$ cat src/design/lsu_pkg.sv
// Load/store unit shared definitions
// Widths, queue depths, opcode and sequencer state enums, age compare

package lsu_pkg;

  // ----------------------------------------
  // Widths and depths
  // ----------------------------------------
  localparam int ADDR_W      = 8;
  localparam int DATA_W      = 16;
  localparam int AGE_W       = 4;

  localparam int IQ_DEPTH    = 4;
  localparam int RQ_DEPTH    = 4;

  // Pointer and index widths derived from the depths
  localparam int IQ_AW       = $clog2(IQ_DEPTH);
  localparam int RQ_IW       = $clog2(RQ_DEPTH);

  // Replay backoff
  localparam int BACKOFF_CYC = 3;
  localparam int BO_W        = $clog2(BACKOFF_CYC + 1);

  // ----------------------------------------
  // Enums
  // ----------------------------------------
  typedef enum logic {
    OP_LOAD  = 1'b0,
    OP_STORE = 1'b1
  } lsu_op_e;

  typedef enum logic [1:0] {
    ST_IDLE = 2'd0,
    ST_REQ  = 2'd1,
    ST_DROP = 2'd2,
    ST_DONE = 2'd3
  } mem_state_e;

  // ----------------------------------------
  // Age compare
  // ----------------------------------------
  // True when age a was issued before age b. Ages wrap, and no more
  // than half the tag space is ever in flight
  function automatic logic age_older(input logic [AGE_W-1:0] a,
                                     input logic [AGE_W-1:0] b);
    logic [AGE_W-1:0] diff;
    diff = a - b;
    return (diff >= AGE_W'(1 << (AGE_W - 1)));
  endfunction

endpackage

$ cat src/design/lsu_issue_queue.sv
// LSU issue queue
// In-order FIFO fed by the four-phase dispatch handshake

`timescale 1ns/1ns

module lsu_issue_queue
  import lsu_pkg::*;
(
  input  logic              i_clk,
  input  logic              i_rst_n,

  // Dispatch side
  input  logic              i_disp_req,
  input  lsu_op_e           i_disp_op,
  input  logic [AGE_W-1:0]  i_disp_age,
  input  logic [ADDR_W-1:0] i_disp_addr,
  input  logic [DATA_W-1:0] i_disp_wdata,
  output logic              o_disp_ack,

  // Oldest entry
  output logic              o_head_valid,
  output lsu_op_e           o_head_op,
  output logic [AGE_W-1:0]  o_head_age,
  output logic [ADDR_W-1:0] o_head_addr,
  output logic [DATA_W-1:0] o_head_wdata,
  input  logic              i_pop
);

  // Entry storage
  lsu_op_e           op_q    [IQ_DEPTH];
  logic [AGE_W-1:0]  age_q   [IQ_DEPTH];
  logic [ADDR_W-1:0] addr_q  [IQ_DEPTH];
  logic [DATA_W-1:0] wdata_q [IQ_DEPTH];

  logic [IQ_AW-1:0]  wr_ptr;
  logic [IQ_AW-1:0]  rd_ptr;
  logic [IQ_AW:0]    count;

  logic              full;
  logic              push;

  assign full = (count == (IQ_AW + 1)'(IQ_DEPTH));

  // Fresh request only: req high while our ack is still low
  assign push = i_disp_req & ~o_disp_ack & ~full;

  // ----------------------------------------
  // Dispatch ack
  // ----------------------------------------
  always_ff @(posedge i_clk or negedge i_rst_n) begin
    if (!i_rst_n) begin
      o_disp_ack <= 1'b0;
    end else if (push) begin
      o_disp_ack <= 1'b1;
    end else if (!i_disp_req) begin
      o_disp_ack <= 1'b0;
    end
  end

  // ----------------------------------------
  // Pointers and occupancy
  // ----------------------------------------
  always_ff @(posedge i_clk or negedge i_rst_n) begin
    if (!i_rst_n) begin
      wr_ptr <= '0;
      rd_ptr <= '0;
      count  <= '0;
    end else begin
      if (push) begin
        wr_ptr <= (wr_ptr == IQ_AW'(IQ_DEPTH - 1)) ? '0 : wr_ptr + 1'b1;
      end
      if (i_pop) begin
        rd_ptr <= (rd_ptr == IQ_AW'(IQ_DEPTH - 1)) ? '0 : rd_ptr + 1'b1;
      end
      case ({push, i_pop})
        2'b10:   count <= count + 1'b1;
        2'b01:   count <= count - 1'b1;
        default: count <= count;
      endcase
    end
  end

  // Payload write
  always_ff @(posedge i_clk) begin
    if (push) begin
      op_q[wr_ptr]    <= i_disp_op;
      age_q[wr_ptr]   <= i_disp_age;
      addr_q[wr_ptr]  <= i_disp_addr;
      wdata_q[wr_ptr] <= i_disp_wdata;
    end
  end

  // Head presentation
  assign o_head_valid = (count != '0);
  assign o_head_op    = op_q[rd_ptr];
  assign o_head_age   = age_q[rd_ptr];
  assign o_head_addr  = addr_q[rd_ptr];
  assign o_head_wdata = wdata_q[rd_ptr];

endmodule

$ cat src/design/lsu_replay_queue.sv
// LSU replay queue
// Holds retried operations and offers the oldest one once backoff ends

`timescale 1ns/1ns

module lsu_replay_queue
  import lsu_pkg::*;
(
  input  logic              i_clk,
  input  logic              i_rst_n,

  // Retried operation from the memory sequencer
  input  logic              i_push,
  input  lsu_op_e           i_push_op,
  input  logic [AGE_W-1:0]  i_push_age,
  input  logic [ADDR_W-1:0] i_push_addr,
  input  logic [DATA_W-1:0] i_push_wdata,

  input  logic              i_hold,
  input  logic              i_pop,

  output logic              o_head_valid,
  output lsu_op_e           o_head_op,
  output logic [AGE_W-1:0]  o_head_age,
  output logic [ADDR_W-1:0] o_head_addr,
  output logic [DATA_W-1:0] o_head_wdata,
  output logic              o_almost_full
);

  logic [RQ_DEPTH-1:0] valid_q;
  lsu_op_e             op_q    [RQ_DEPTH];
  logic [AGE_W-1:0]    age_q   [RQ_DEPTH];
  logic [ADDR_W-1:0]   addr_q  [RQ_DEPTH];
  logic [DATA_W-1:0]   wdata_q [RQ_DEPTH];

  logic [RQ_IW-1:0]    head_idx;
  logic                head_found;
  logic [RQ_IW-1:0]    free_idx;

  // ----------------------------------------
  // Oldest valid entry
  // ----------------------------------------
  always_comb begin
    head_found = 1'b0;
    head_idx   = '0;
    for (int i = 0; i < RQ_DEPTH; i++) begin
      if (valid_q[i] && (!head_found || age_older(age_q[i], age_q[head_idx]))) begin
        head_found = 1'b1;
        head_idx   = RQ_IW'(i);
      end
    end
  end

  // First free slot, scanned from the top so the lowest index wins
  always_comb begin
    free_idx = '0;
    for (int i = RQ_DEPTH - 1; i >= 0; i--) begin
      if (!valid_q[i]) begin
        free_idx = RQ_IW'(i);
      end
    end
  end

  // Valid bits
  always_ff @(posedge i_clk or negedge i_rst_n) begin
    if (!i_rst_n) begin
      valid_q <= '0;
    end else begin
      if (i_pop) begin
        valid_q[head_idx] <= 1'b0;
      end
      if (i_push) begin
        valid_q[free_idx] <= 1'b1;
      end
    end
  end

  always_ff @(posedge i_clk) begin
    if (i_push) begin
      op_q[free_idx]    <= i_push_op;
      age_q[free_idx]   <= i_push_age;
      addr_q[free_idx]  <= i_push_addr;
      wdata_q[free_idx] <= i_push_wdata;
    end
  end

  // Head hidden during backoff
  assign o_head_valid  = head_found & ~i_hold;
  assign o_head_op     = op_q[head_idx];
  assign o_head_age    = age_q[head_idx];
  assign o_head_addr   = addr_q[head_idx];
  assign o_head_wdata  = wdata_q[head_idx];

  // One free slot or fewer
  assign o_almost_full = ($countones(valid_q) >= RQ_DEPTH - 1);

endmodule

$ cat src/design/lsu_mem_fsm.sv
// LSU memory sequencer
// Runs the four-phase memory handshake and routes each outcome

`timescale 1ns/1ns

module lsu_mem_fsm
  import lsu_pkg::*;
(
  input  logic              i_clk,
  input  logic              i_rst_n,

  // Selected candidate
  input  logic              i_sel_valid,
  input  lsu_op_e           i_sel_op,
  input  logic [AGE_W-1:0]  i_sel_age,
  input  logic [ADDR_W-1:0] i_sel_addr,
  input  logic [DATA_W-1:0] i_sel_wdata,
  output logic              o_idle,

  // Memory port
  output logic              o_mem_req,
  output logic              o_mem_we,
  output logic [ADDR_W-1:0] o_mem_addr,
  output logic [DATA_W-1:0] o_mem_wdata,
  input  logic              i_mem_ack,
  input  logic [DATA_W-1:0] i_mem_rdata,
  input  logic              i_mem_retry,

  // Outcome
  output logic              o_replay_push,
  output logic              o_retry_start,
  output logic              o_done_valid,
  output logic [AGE_W-1:0]  o_done_age,
  output logic [DATA_W-1:0] o_done_rdata
);

  mem_state_e        state;
  logic              retry_q;

  // Latched operation
  lsu_op_e           op_q;
  logic [AGE_W-1:0]  age_q;
  logic [ADDR_W-1:0] addr_q;
  logic [DATA_W-1:0] wdata_q;
  logic [DATA_W-1:0] rdata_q;

  // ----------------------------------------
  // State register
  // ----------------------------------------
  always_ff @(posedge i_clk or negedge i_rst_n) begin
    if (!i_rst_n) begin
      state   <= ST_IDLE;
      retry_q <= 1'b0;
    end else begin
      case (state)
        ST_IDLE: if (i_sel_valid) state <= ST_REQ;
        // Ack seen, drop req on the next cycle
        ST_REQ: begin
          if (i_mem_ack) begin
            state   <= ST_DROP;
            retry_q <= i_mem_retry;
          end
        end
        ST_DROP: if (!i_mem_ack) state <= ST_DONE;
        ST_DONE: state <= ST_IDLE;
        default: state <= ST_IDLE;
      endcase
    end
  end

  always_ff @(posedge i_clk) begin
    if (state == ST_IDLE && i_sel_valid) begin
      op_q    <= i_sel_op;
      age_q   <= i_sel_age;
      addr_q  <= i_sel_addr;
      wdata_q <= i_sel_wdata;
    end
    if (state == ST_REQ && i_mem_ack) begin
      rdata_q <= i_mem_rdata;
    end
  end

  assign o_idle        = (state == ST_IDLE);

  assign o_mem_req     = (state == ST_REQ);
  assign o_mem_we      = (op_q == OP_STORE);
  assign o_mem_addr    = addr_q;
  assign o_mem_wdata   = wdata_q;

  // Retry goes back to the replay queue, anything else completes
  assign o_replay_push = (state == ST_DONE) & retry_q;
  assign o_retry_start = (state == ST_DONE) & retry_q;
  assign o_done_valid  = (state == ST_DONE) & ~retry_q;
  assign o_done_age    = age_q;
  assign o_done_rdata  = (op_q == OP_STORE) ? '0 : rdata_q;

endmodule

$ cat src/design/lsu_backoff_timer.sv
// Replay backoff timer
// Blocks the replay queue for a fixed number of cycles after a retry

`timescale 1ns/1ns

module lsu_backoff_timer
  import lsu_pkg::*;
(
  input  logic i_clk,
  input  logic i_rst_n,
  input  logic i_start,
  output logic o_busy
);

  logic [BO_W-1:0] cnt;

  // A new retry restarts the count
  always_ff @(posedge i_clk or negedge i_rst_n) begin
    if (!i_rst_n) begin
      cnt <= '0;
    end else if (i_start) begin
      cnt <= BO_W'(BACKOFF_CYC);
    end else if (cnt != '0) begin
      cnt <= cnt - 1'b1;
    end
  end

  assign o_busy = (cnt != '0);

endmodule

$ cat src/design/lsu_top.sv
// Load/store unit top level
// Issue and replay queues, age-based pick, single memory port sequencer

`timescale 1ns/1ns

module lsu_top
  import lsu_pkg::*;
(
  input  logic              i_clk,
  input  logic              i_rst_n,

  // Dispatch
  input  logic              i_disp_req,
  input  lsu_op_e           i_disp_op,
  input  logic [AGE_W-1:0]  i_disp_age,
  input  logic [ADDR_W-1:0] i_disp_addr,
  input  logic [DATA_W-1:0] i_disp_wdata,
  output logic              o_disp_ack,

  // Memory
  output logic              o_mem_req,
  output logic              o_mem_we,
  output logic [ADDR_W-1:0] o_mem_addr,
  output logic [DATA_W-1:0] o_mem_wdata,
  input  logic              i_mem_ack,
  input  logic [DATA_W-1:0] i_mem_rdata,
  input  logic              i_mem_retry,

  // Completion
  output logic              o_done_valid,
  output logic [AGE_W-1:0]  o_done_age,
  output logic [DATA_W-1:0] o_done_rdata
);

  // Issue queue head
  logic              w_iq_valid;
  lsu_op_e           w_iq_op;
  logic [AGE_W-1:0]  w_iq_age;
  logic [ADDR_W-1:0] w_iq_addr;
  logic [DATA_W-1:0] w_iq_wdata;
  logic              w_iq_pop;

  // Replay queue head
  logic              w_rq_valid;
  lsu_op_e           w_rq_op;
  logic [AGE_W-1:0]  w_rq_age;
  logic [ADDR_W-1:0] w_rq_addr;
  logic [DATA_W-1:0] w_rq_wdata;
  logic              w_rq_pop;
  logic              w_rq_almost_full;

  // Selection
  logic              w_iq_eligible;
  logic              w_replay_selected;
  logic              w_sel_valid;
  lsu_op_e           w_sel_op;
  logic [AGE_W-1:0]  w_sel_age;
  logic [ADDR_W-1:0] w_sel_addr;
  logic [DATA_W-1:0] w_sel_wdata;

  logic              w_fsm_idle;
  logic              w_replay_push;
  logic              w_retry_start;
  logic              w_bo_busy;
  lsu_op_e           w_push_op;

  lsu_issue_queue u_issue_queue (
    .i_clk        (i_clk),
    .i_rst_n      (i_rst_n),
    .i_disp_req   (i_disp_req),
    .i_disp_op    (i_disp_op),
    .i_disp_age   (i_disp_age),
    .i_disp_addr  (i_disp_addr),
    .i_disp_wdata (i_disp_wdata),
    .o_disp_ack   (o_disp_ack),
    .o_head_valid (w_iq_valid),
    .o_head_op    (w_iq_op),
    .o_head_age   (w_iq_age),
    .o_head_addr  (w_iq_addr),
    .o_head_wdata (w_iq_wdata),
    .i_pop        (w_iq_pop)
  );

  // Replay push reuses the operation latched in the sequencer
  assign w_push_op = o_mem_we ? OP_STORE : OP_LOAD;

  lsu_replay_queue u_replay_queue (
    .i_clk         (i_clk),
    .i_rst_n       (i_rst_n),
    .i_push        (w_replay_push),
    .i_push_op     (w_push_op),
    .i_push_age    (o_done_age),
    .i_push_addr   (o_mem_addr),
    .i_push_wdata  (o_mem_wdata),
    .i_hold        (w_bo_busy),
    .i_pop         (w_rq_pop),
    .o_head_valid  (w_rq_valid),
    .o_head_op     (w_rq_op),
    .o_head_age    (w_rq_age),
    .o_head_addr   (w_rq_addr),
    .o_head_wdata  (w_rq_wdata),
    .o_almost_full (w_rq_almost_full)
  );

  lsu_backoff_timer u_backoff_timer (
    .i_clk   (i_clk),
    .i_rst_n (i_rst_n),
    .i_start (w_retry_start),
    .o_busy  (w_bo_busy)
  );

  // ----------------------------------------
  // Age-based pick
  // ----------------------------------------
  // Issue side stalls while replay is nearly full, replay may still go
  assign w_iq_eligible     = w_iq_valid & ~w_rq_almost_full;
  assign w_replay_selected = w_rq_valid &
                             (~w_iq_eligible | age_older(w_rq_age, w_iq_age));
  assign w_sel_valid       = w_rq_valid | w_iq_eligible;

  assign w_sel_op    = w_replay_selected ? w_rq_op    : w_iq_op;
  assign w_sel_age   = w_replay_selected ? w_rq_age   : w_iq_age;
  assign w_sel_addr  = w_replay_selected ? w_rq_addr  : w_iq_addr;
  assign w_sel_wdata = w_replay_selected ? w_rq_wdata : w_iq_wdata;

  // Pop in the same cycle the sequencer takes the candidate
  assign w_rq_pop = w_fsm_idle & w_sel_valid & w_replay_selected;
  assign w_iq_pop = w_fsm_idle & w_sel_valid & ~w_replay_selected;

  lsu_mem_fsm u_mem_fsm (
    .i_clk         (i_clk),
    .i_rst_n       (i_rst_n),
    .i_sel_valid   (w_sel_valid),
    .i_sel_op      (w_sel_op),
    .i_sel_age     (w_sel_age),
    .i_sel_addr    (w_sel_addr),
    .i_sel_wdata   (w_sel_wdata),
    .o_idle        (w_fsm_idle),
    .o_mem_req     (o_mem_req),
    .o_mem_we      (o_mem_we),
    .o_mem_addr    (o_mem_addr),
    .o_mem_wdata   (o_mem_wdata),
    .i_mem_ack     (i_mem_ack),
    .i_mem_rdata   (i_mem_rdata),
    .i_mem_retry   (i_mem_retry),
    .o_replay_push (w_replay_push),
    .o_retry_start (w_retry_start),
    .o_done_valid  (o_done_valid),
    .o_done_age    (o_done_age),
    .o_done_rdata  (o_done_rdata)
  );

endmodule

$ cat config.mk
export PLATFORM = sky130hd
export DESIGN_NAME = lsu_top
export DESIGN_NICKNAME = d
export VERILOG_FILES = /design/src/design/lsu_pkg.sv /design/src/design/lsu_issue_queue.sv /design/src/design/lsu_replay_queue.sv /design/src/design/lsu_mem_fsm.sv /design/src/design/lsu_backoff_timer.sv /design/src/design/lsu_top.sv
export SDC_FILE = /design/constraint.sdc
export NUM_CORES = 1
export LEC_CHECK = 0
export ABC_AREA = 1
export BUFFER_PORTS_ARGS = -buffer_cell sky130_fd_sc_hd__buf_2
export CORE_MARGIN = 2
export CORE_UTILIZATION = 39
export DETAILED_ROUTE_END_ITERATION = 16
export PLACE_DENSITY = 0.59
export SLEW_MARGIN = 5
export SYNTH_ARGS = -nofsm -noshare
export SYNTH_HDL_FRONTEND = slang
export SYNTH_SLANG_ARGS = --single-unit
$ cat constraint.sdc
create_clock -name i_clk -period 6.8 [get_ports i_clk]
set_input_delay 1.02 -clock i_clk [delete_from_list [all_inputs] [get_ports i_clk]]
set_output_delay 1.02 -clock i_clk [all_outputs]
set_load 0.01 [all_outputs]
# Word level (Yosys, flattened, before mapping)
# Memory sizes are Yosys's and may differ from the RTL's.
# Index checks and enable logic that the tools add are counted.
[op_classes]
bitwise_logic = 22
eq_ne = 12
n_lt_le_gt_ge = 9
muxes = 38
addsub = 12
n_reduce_logical = 20
[op_table]
columns = ["op", "count"]
rows = [
  ["$add A32 B32 Y32", 1],
  ["$ge A32 B3 Y1 const B", 1],
  ["$mux W16", 2],
  ["$mux W2", 13],
  ["$ge A4 B4 Y1 const B", 4],
  ["$sub A4 B4 Y4", 4],
  ["$mux W1", 15],
  ["$mux W4", 3],
  ["$and A1 B1 Y1", 10],
  ["$eq A2 B2 Y1 const B", 5],
  ["$mux W8", 1],
  ["$pmux W2 S4", 1],
  ["$logic_and A1 B1 Y1", 7],
  ["$not A1 Y1", 7],
  ["$lt A2 B3 Y1 const B", 2],
  ["$ne A2 B1 Y1 const B", 3],
  ["$pmux W3 S2", 1],
  ["$reduce_bool A2 Y1", 3],
  ["$add A1 B1 Y2", 2],
  ["$add A2 B1 Y2 const B", 2],
  ["$and A4 B4 Y4", 1],
  ["$demux W1 S2", 2],
  ["$eq A2 B1 Y1 const B", 2],
  ["$ge A2 B1 Y1 const B", 2],
  ["14 further kinds", 19],
]
[word_totals]
ff_bits = 62
n_memories = 8
in_bits = 50
word_cells = 134
output_inout_bits = 48
ram_bits = 232
[mem_list]
columns = ["memory", "depth", "width", "rd", "rd_clocked_by_memory_dff", "wr", "line_no", "source"]
rows = [
  ["u_issue_queue.wdata_q", 4, 16, 1, 0, 1, "lsu_issue_queue.sv:33", "logic [DATA_W-1:0] wdata_q [IQ_DEPTH];"],
  ["u_replay_queue.wdata_q", 4, 16, 1, 0, 1, "lsu_replay_queue.sv:34", "logic [DATA_W-1:0] wdata_q [RQ_DEPTH];"],
  ["u_issue_queue.addr_q", 4, 8, 1, 0, 1, "lsu_issue_queue.sv:32", "logic [ADDR_W-1:0] addr_q [IQ_DEPTH];"],
  ["u_replay_queue.addr_q", 4, 8, 1, 0, 1, "lsu_replay_queue.sv:33", "logic [ADDR_W-1:0] addr_q [RQ_DEPTH];"],
  ["u_issue_queue.age_q", 4, 4, 1, 0, 1, "lsu_issue_queue.sv:31", "logic [AGE_W-1:0] age_q [IQ_DEPTH];"],
  ["u_replay_queue.age_q", 4, 4, 7, 0, 1, "lsu_replay_queue.sv:32", "logic [AGE_W-1:0] age_q [RQ_DEPTH];"],
  ["2 more memories", "n/a", "n/a", "n/a", "n/a", "n/a", "n/a", ""],
]

# Logic depth before layout (Yosys ltp)
# Gate-level depths: netlist of the first run.
# An unclocked memory read counts as a cell.
[depth]
ltp_word = 27
mapped_depth = 59
mapped_depth_nobuf = 55

# By module
# Synthesis of the first run repeated with hierarchy kept, for this count alone.
[unflattened]
hier_cells = 1149
hier_area_um2 = 13369.1
[modules_own_cells]
columns = ["mod", "n_inst", "area_per_inst_um2", "seq_area_each_um2", "cells_per_inst"]
rows = [
  ["lsu_replay_queue", 1, 5725.5, 3583.4, 499],
  ["lsu_issue_queue", 1, 5161.2, 3683.5, 398],
  ["lsu_mem_fsm", 1, 1766.7, 1426.4, 116],
  ["lsu_top", 1, 594.3, 0.0, 122],
  ["lsu_backoff_timer", 1, 121.4, 50.0, 14],
]

# Worst setup path before layout of the first run
# Ideal clock, no wire load.
[synth_path]
path_type = "reg2reg"
from = "memory u_replay_queue.age_q[1][2]"
to = "register u_issue_queue.count[2]"
period_less_slack_ps = 7183
stages_incl_launch_ff = 55
path_slack_ps = -383
setup_time_ps = 131
arrival_ps = 7052
required_ps = 6669
n_path_buf = 5
path_cell_list = "edfxtp_1 > ha_1 > or2_1 > nand3_1 > nand3_2 > nand2_2 > buf_4 > nor2_1 > a21oi_1 > inv_1 > ha_1 > a21oi_1 > o21ai_1 > xor2_1 > inv_1 > nand3_1 > nand2_1 > nand2_4 > [... 19 more ...] > ha_1 > nand2_1 > nor2_1 > a211oi_1 > xor2_1 > inv_1 > nand3_1 > nand3_4 > nand2_4 > buf_6 > nand2_1 > inv_1 > ha_1 > inv_1 > fa_1 > a21oi_1 > o21ai_0 > xor2_1"
[synth_lines]
columns = ["item", "line_no", "source"]
rows = [
  ["start, declared", "lsu_replay_queue.sv:32", ""],
  ["end signal, assigned", "lsu_issue_queue.sv:76", "2'b10: count <= count + 1'b1;"],
  ["end signal, assigned", "lsu_issue_queue.sv:77", "2'b01: count <= count - 1'b1;"],
  ["end signal, assigned", "lsu_issue_queue.sv:78", "default: count <= count;"],
  ["end, declared", "lsu_issue_queue.sv:37", "logic [IQ_AW:0] count;"],
]

==> flow_metrics.env, run 1 <==
export IMPL_status="complete, no violations"
export IMPL_multi_input_area_um2=3040
export IMPL_cp_end_kind="flop"
export IMPL_yosysWarnings=0
export IMPL_synth_top_family_by_area="simple AND/OR/NAND/NOR gates"
export IMPL_final_area_um2=14400
export IMPL_synth_ff_type="edfxtp_1"
export IMPL_holdWs_ns=0.398
export IMPL_setup_viol=0
export IMPL_p_switching_uw=2820
export IMPL_grt_max_degree=63
export IMPL_grt_first_pass_wirelength_um=40600
export IMPL_p_total_uw=7400
export IMPL_clk_latency_ns=0.57
export IMPL_rrSetupSlack_ns=0.20
export IMPL_h_tree_depth=1
export IMPL_drt_iter0_drc=513
export IMPL_rows=64
export IMPL_drive_gt1_share_pct=25.3
export IMPL_synth_compound_area_share_pct=8.10
export IMPL_grt_usage_pct=15.7
export IMPL_layout_nets=1158
export IMPL_dp_hpwl_um=15700
export IMPL_antenna_found_initial=3
export IMPL_synth_xor_area_share_pct=0.361
export IMPL_worstSetupStartpointType="flop"
export IMPL_ys_top_cells_by_area="edfxtp_1 69%, nand2_1 3.7%, dfrtp_1 3.5%, nand3_1 3.1%, o21ai_0 2.9%"
export IMPL_critPathKind="flop to flop"
export IMPL_clkSinkCount=294
export IMPL_finalSetupTns_ns=0
export IMPL_start_util_pct=39.6
export IMPL_num_fill_cells=2798
export IMPL_cp_data_required_time_ns=7.24
export IMPL_pre_cts_ws_ns=-0.0218
export IMPL_crit_arrival_ns=7.04
export IMPL_ant_nets=0
export IMPL_fp_coreArea_um2=30600
export IMPL_grt_ovfl_total=0
export IMPL_r2r_start="u_replay_queue.age_q[1][2]"
export IMPL_seq_power_share_pct=37.3
export IMPL_use_met2_pct=25.5
export IMPL_p_sw_share_pct=38.1
export IMPL_clk_pin_slew_ns=0.06
export IMPL_numPortBuffers=97
export IMPL_cp_max_fo=8
export IMPL_cts_tree="yes"
export IMPL_synth_nets=1023
export IMPL_cts_root_buf="clkbuf_16"
export IMPL_dieArea_um2=32500
export IMPL_slew_headroom_pct=25.2
export IMPL_synth_top_area_share_pct=68.6
export IMPL_min_period_ns=6.60
export IMPL_netlist_area_um2=12100
export IMPL_rsz0062_at_grt="true"
export IMPL_placed_cell_area_um2=13100
export IMPL_io_pins=98
export IMPL_synth_commonest_cells="277 x edfxtp_1, 121 x nand2_1, 92 x nor2_1, 75 x nand3_1"
export IMPL_chipHeight_um=180
export IMPL_vias_per_cell=4.92
export IMPL_drt_total_wl_um=25800
export IMPL_firstDrtPassIters=5
export IMPL_avgSynthCellArea_um2=12.9
export IMPL_post_route_period_util_pct=97.0
export IMPL_maxCapViolations=0
export IMPL_worst_slew_pin_slew_ns=1.12
export IMPL_ys_ff_latch=294
export IMPL_ctsLongestPathBuffers=3
export IMPL_synth_most_common_cell="edfxtp_1"
export IMPL_yosys_area_share_adder_pct=3.22
export IMPL_globalRouteMet3Util_pct=3.13
export IMPL_drcViolationCount=0
export IMPL_worst_slack_ns=0.202
export IMPL_fmax_ghz=0.152
export IMPL_cp_slowest_cell="edfxtp_1"
export IMPL_critPathMaxStageDelay_ns=0.42
export IMPL_seq_area_frac_synth_pct=72.1
export IMPL_post_synth_mux_area_share_pct=0.0826
export IMPL_yosys_area_share_simple_pct=12.1
export IMPL_hp_class="primary input to async pin"
export IMPL_internal_power_uw=4580
export IMPL_num_vias=7387
export IMPL_cts_hold_buffers=0
export IMPL_cts_buffers_inserted=31
export IMPL_final_max_slew_viol_count=0
export IMPL_syn2layout_area_growth_pct=18.8
export IMPL_p_leak_uw=0.00549
export IMPL_hold_viol=0
export IMPL_synth_edf_count=277
export IMPL_fin_skew_ns=0.0166
export IMPL_synthCells=943
export IMPL_register_area_um2=8740
export IMPL_synth_top_area_cell="edfxtp_1"
export IMPL_synthArstFlopShare_pct=5.78
export IMPL_power_density_nw_per_um2=513
export IMPL_grt_busiest_layer="met2"
export IMPL_grt_pass1_vias=7284
export IMPL_place_congestion=0.784
export IMPL_worstRegToRegCells=50
export IMPL_r2r_end="u_issue_queue.count[2]"
export IMPL_yosysUniqueCellTypes=38
export IMPL_die_w_um=180
export IMPL_grt_use_met1_pct=21.9
export IMPL_wire_per_inst_um=17.2
export IMPL_p_comb_share_pct=40.7
export IMPL_pwr_share_clk_pct=22.0
export IMPL_irDropWorstVdd_mv=0.339
state kept, by name, indices dropped and copies added, names as in the netlist, 8 cells and up:
signal                  count
u_issue_queue.wdata_q      64
u_replay_queue.wdata_q     64
u_issue_queue.addr_q       32
u_replay_queue.addr_q      32
u_issue_queue.age_q        16
u_mem_fsm.o_mem_wdata      16
u_mem_fsm.rdata_q          16
u_replay_queue.age_q       16
u_mem_fsm.o_mem_addr        8
worst max-delay path, delay by kind of cell, from the launching register on:
family / cells / cell delay, ns
AO/OA/AOI/OAI: 9 / 1.20
AND/OR/NAND/NOR: 24 / 1.98
buffers and inverters: 7 / 0.44
XOR/XNOR: 4 / 0.76
adder cells (fa/ha/maj): 6 / 1.70
flip-flops: 1 / 0.42
cells by family after synthesis:
group	after synthesis
and+or+nand+nor	329
AOI/OAI and AO/OA	169
muxes	1
adders and majority gates	30
xor gates and xnor gates	5
buffers and inverters	115
DFF	294
per-stage QoR:
step | std cells | util, %
6_report | 1500 | 47.1
5_1_grt | 1499 | 47.1
4_1_cts | 1478 | 46.1
3_5_place_dp | 1419 | 42.9
3_3_place_gp | 1419 | 42.9
2_1_floorplan | 943 | -
worst max path at each step:
stage	from	endpoint	slack (ns)	depth (start not counted)
finish	u_replay_queue.age_q[1][2]	u_issue_queue.count[2]	0.20	50
global placement	u_replay_queue.age_q[1][2]	u_issue_queue.count[2]	0.17	50
global route	u_replay_queue.age_q[1][2]	u_issue_queue.count[2]	-0.34	50
CTS	u_replay_queue.age_q[1][2]	u_issue_queue.count[2]	0.001	50
detailed placement	u_replay_queue.age_q[1][2]	u_issue_queue.count[2]	-0.02	50
floorplan	u_replay_queue.age_q[1][2]	u_issue_queue.count[2]	0.009	54
placed cells by master (no fill, tap or decap), types with 29 or more instances in the layout:
cell / netlist / routed
o21ai_0: 71 / 65
nand3_1: 75 / 72
nor2_1: 92 / 83
inv_1: 71 / 66
buf_2: 5 / 97
clkbuf_16: 0 / 31
a21oi_1: 38 / 34
nand2_1: 121 / 115
buf_4: 4 / 45
edfxtp_1: 277 / 277
nand2_2: 26 / 29
layout make-up:
class	instances	share of cell area [%]
antenna	1	0.0174
clock buffer	35	5.49
clock inverter	23	1.40
inverter	74	2.00
multi-input combinational	534	21.1
sequential	294	60.7
tap	396	3.44
timing repair buffer	143	5.85
power by group through the flow:
stage          combinational [µW]  sequential, µW  clock (µW)
2_1_floorplan                1930            2770           0
3_3_place_gp                 2650            2780           0
3_5_place_dp                 2700            2800           0
4_1_cts                      2740            2760        1670
5_1_grt                      3370            2800        1740
6_report                     3010            2760        1630
layer usage:
metal / vias to the layer above / share of wire [%]
li1: 3620 / -
met1: 3549 / 47
met2: 166 / 46
met3: 48 / 4.7
met4: 4 / 2.5
met5: - / 0.089
repair_timing:
| item | 4_1_cts | 5_1_grt |
|---|---|---|
| cloned | 0 | 0 |
| setup endpoints to repair | 4 | 34 |
| pin swaps | 1 | 34 |
| buffers inserted | 1 | 21 |
| resized for setup | 1 | 40 |
| endpoints found under the hold margin | 0 | 0 |
Note: power is estimated with default switching activity, not from simulation.
==> run 2: changes to the inputs <==
--- a/config.mk
+++ b/config.mk
@@ -10,7 +10,8 @@
 export CORE_MARGIN = 2
 export CORE_UTILIZATION = 39
 export DETAILED_ROUTE_END_ITERATION = 16
-export PLACE_DENSITY = 0.59
+export PLACE_DENSITY = 0.64
+export SKIP_CTS_REPAIR_TIMING = 1
 export SLEW_MARGIN = 5
 export SYNTH_ARGS = -nofsm -noshare
 export SYNTH_HDL_FRONTEND = slang
==> run 2 against run 1 <==
Sequential power about the same. Worst setup slack worse by 0.057 ns. Maximum frequency down 0.85%. Register-to-register slack worse by 0.06 ns. Sequential share of layout area up 0.37 points. Critical endpoint unchanged.
==> flow_metrics.env, run 2 (synthesis results as in run 1) <==
export IMPL_firstDrtPassIters=5
export IMPL_final_max_slew_viol_count=0
export IMPL_hp_class="primary input to async pin"
export IMPL_drt_iter0_drc=621
export IMPL_h_tree_depth=1
export IMPL_numPortBuffers=97
export IMPL_finalNonFillerCells=1487
export IMPL_rows=64
export IMPL_critPathKind="flop to flop"
export IMPL_ant_nets=0
export IMPL_clk_pin_slew_ns=0.06
export IMPL_io_pins=98
export IMPL_min_period_ns=6.65
export IMPL_rsz0062_at_grt="true"
export IMPL_n_antenna_cell=0
export IMPL_r2r_start="u_replay_queue.age_q[1][1]"
export IMPL_chipHeight_um=180
export IMPL_status="complete, no violations"
export IMPL_layout_common_cells="277 x edfxtp_1, 114 x nand2_1, 97 x buf_2"
export IMPL_dp_hpwl_um=15500
export IMPL_drive_gt1_share_pct=25.1
export IMPL_cts_tree="yes"
export IMPL_drcViolationCount=0
export IMPL_grt_max_degree=63
export IMPL_num_vias=7392
export IMPL_reg_top3="u_issue_queue.wdata_q x64, u_replay_queue.wdata_q x64"
export IMPL_r2r_end="u_issue_queue.count[2]"
export IMPL_clkSinkCount=294
export IMPL_vias_per_cell=4.97
export IMPL_place_congestion=0.793
export IMPL_cts_buffers_inserted=31
export IMPL_fp_coreArea_um2=30600
export IMPL_die_w_um=180
export IMPL_p_switching_uw=2770
export IMPL_rrSetupSlack_ns=0.15
export IMPL_worstSetupStartpointType="flop"
export IMPL_dieArea_um2=32500
export IMPL_wire_per_inst_um=17.2
export IMPL_slew_headroom_pct=24.7
export IMPL_antenna_found_initial=0
export IMPL_grt_ovfl_total=0
export IMPL_post_route_period_util_pct=97.9
export IMPL_critPathMaxStageDelay_ns=0.43
export IMPL_cp_data_required_time_ns=7.24
export IMPL_maxCapViolations=0
export IMPL_p_comb_share_pct=40.2
export IMPL_clk_latency_ns=0.57
export IMPL_start_util_pct=39.6
export IMPL_cts_root_buf="clkbuf_16"
export IMPL_pre_cts_ws_ns=-0.0324
export IMPL_worst_slack_ns=0.146
export IMPL_ctsLongestPathBuffers=3
export IMPL_final_common_cell="edfxtp_1"
export IMPL_p_sw_share_pct=38.3
export IMPL_pwr_share_clk_pct=21.6
export IMPL_finalSetupTns_ns=0
export IMPL_grt_first_pass_wirelength_um=39900
export IMPL_seq_power_share_pct=38.2
export IMPL_fmax_ghz=0.150
export IMPL_cp_slowest_cell="edfxtp_1"
export IMPL_cp_max_fo=8
export IMPL_hold_viol=0
export IMPL_worstRegToRegCells=49
export IMPL_drt_total_wl_um=25500
export IMPL_layout_nets=1153
export IMPL_grt_pass1_vias=7167
export IMPL_crit_arrival_ns=7.10
export IMPL_p_leak_uw=0.00545
export IMPL_cp_end_kind="flop"
export IMPL_cp_common_cell="nand2_4"
export IMPL_power_density_nw_per_um2=504
export IMPL_grt_usage_pct=15.4
export IMPL_post_place_cells=1421
export IMPL_setup_viol=0
export IMPL_fin_skew_ns=0.0114
export IMPL_worst_slew_pin_slew_ns=1.13
export IMPL_syn2layout_area_growth_pct=18.1
export IMPL_internal_power_uw=4460
export IMPL_irDropWorstVdd_mv=0.323
-- run 2: worst max-delay path: cells and delay by family (launching register included) --
kind | cells | cell delay (ns)
flops | 1 | 0.43
fa+ha+maj | 6 | 1.64
buf+inv | 6 | 0.50
compound gates | 11 | 1.53
simple gates | 22 | 1.67
xor+xnor | 4 | 0.75
-- run 2: per-stage QoR --
stage / total power [µW] / hold slack [ns] / utilization (%) / area, µm²
2_1_floorplan: 4700 / 0.468 / - / 12200
3_3_place_gp: 5410 / 0.486 / 42.9 / 13100
3_5_place_dp: 5470 / 0.497 / 42.9 / 13100
4_1_cts: 7060 / 0.390 / 45.9 / 14000
5_1_grt: 7700 / 0.412 / 46.8 / 14300
6_report: 7220 / 0.390 / 46.8 / 14300
-- run 2: area by class of cell --
cell class	count	area, µm²
flip-flops and latches	294	8740
fillers	2736	16300
repair buffers	138	800
clock inverters	14	129
well taps	396	495
inverters	74	288
multi-input cells	534	3070
clock buffers	37	798
-- run 2: worst max path at each step --
stage | start | to | slack, ns | depth (start not counted)
floorplan | u_replay_queue.age_q[1][2] | u_issue_queue.count[2] | 0.009 | 54
global route | u_replay_queue.age_q[1][1] | u_issue_queue.count[2] | -0.24 | 51
global placement | u_replay_queue.age_q[1][2] | u_issue_queue.count[2] | 0.15 | 49
detailed placement | u_replay_queue.age_q[1][2] | u_issue_queue.count[2] | -0.03 | 49
finish | u_replay_queue.age_q[1][1] | u_issue_queue.count[2] | 0.15 | 49
CTS | u_replay_queue.age_q[1][2] | u_issue_queue.count[2] | -0.10 | 49
-- run 2: power by group through the flow --
stage | Combinational, µW | Clock [µW] | Sequential [µW]
2_1_floorplan | 1930 | 0 | 2770
3_3_place_gp | 2630 | 0 | 2780
3_5_place_dp | 2680 | 0 | 2790
4_1_cts | 2700 | 1600 | 2760
5_1_grt | 3220 | 1670 | 2800
6_report | 2910 | 1560 | 2760
-- run 2: metal layers --
layer  up-vias  global-route usage [%]  wire, µm
li1       3598                       -         -
met1      3518                    20.9     11500
met2       237                    25.6     12000
met3        39                    2.77      1480
met4         0                    4.48       545
met5         -                       0         0
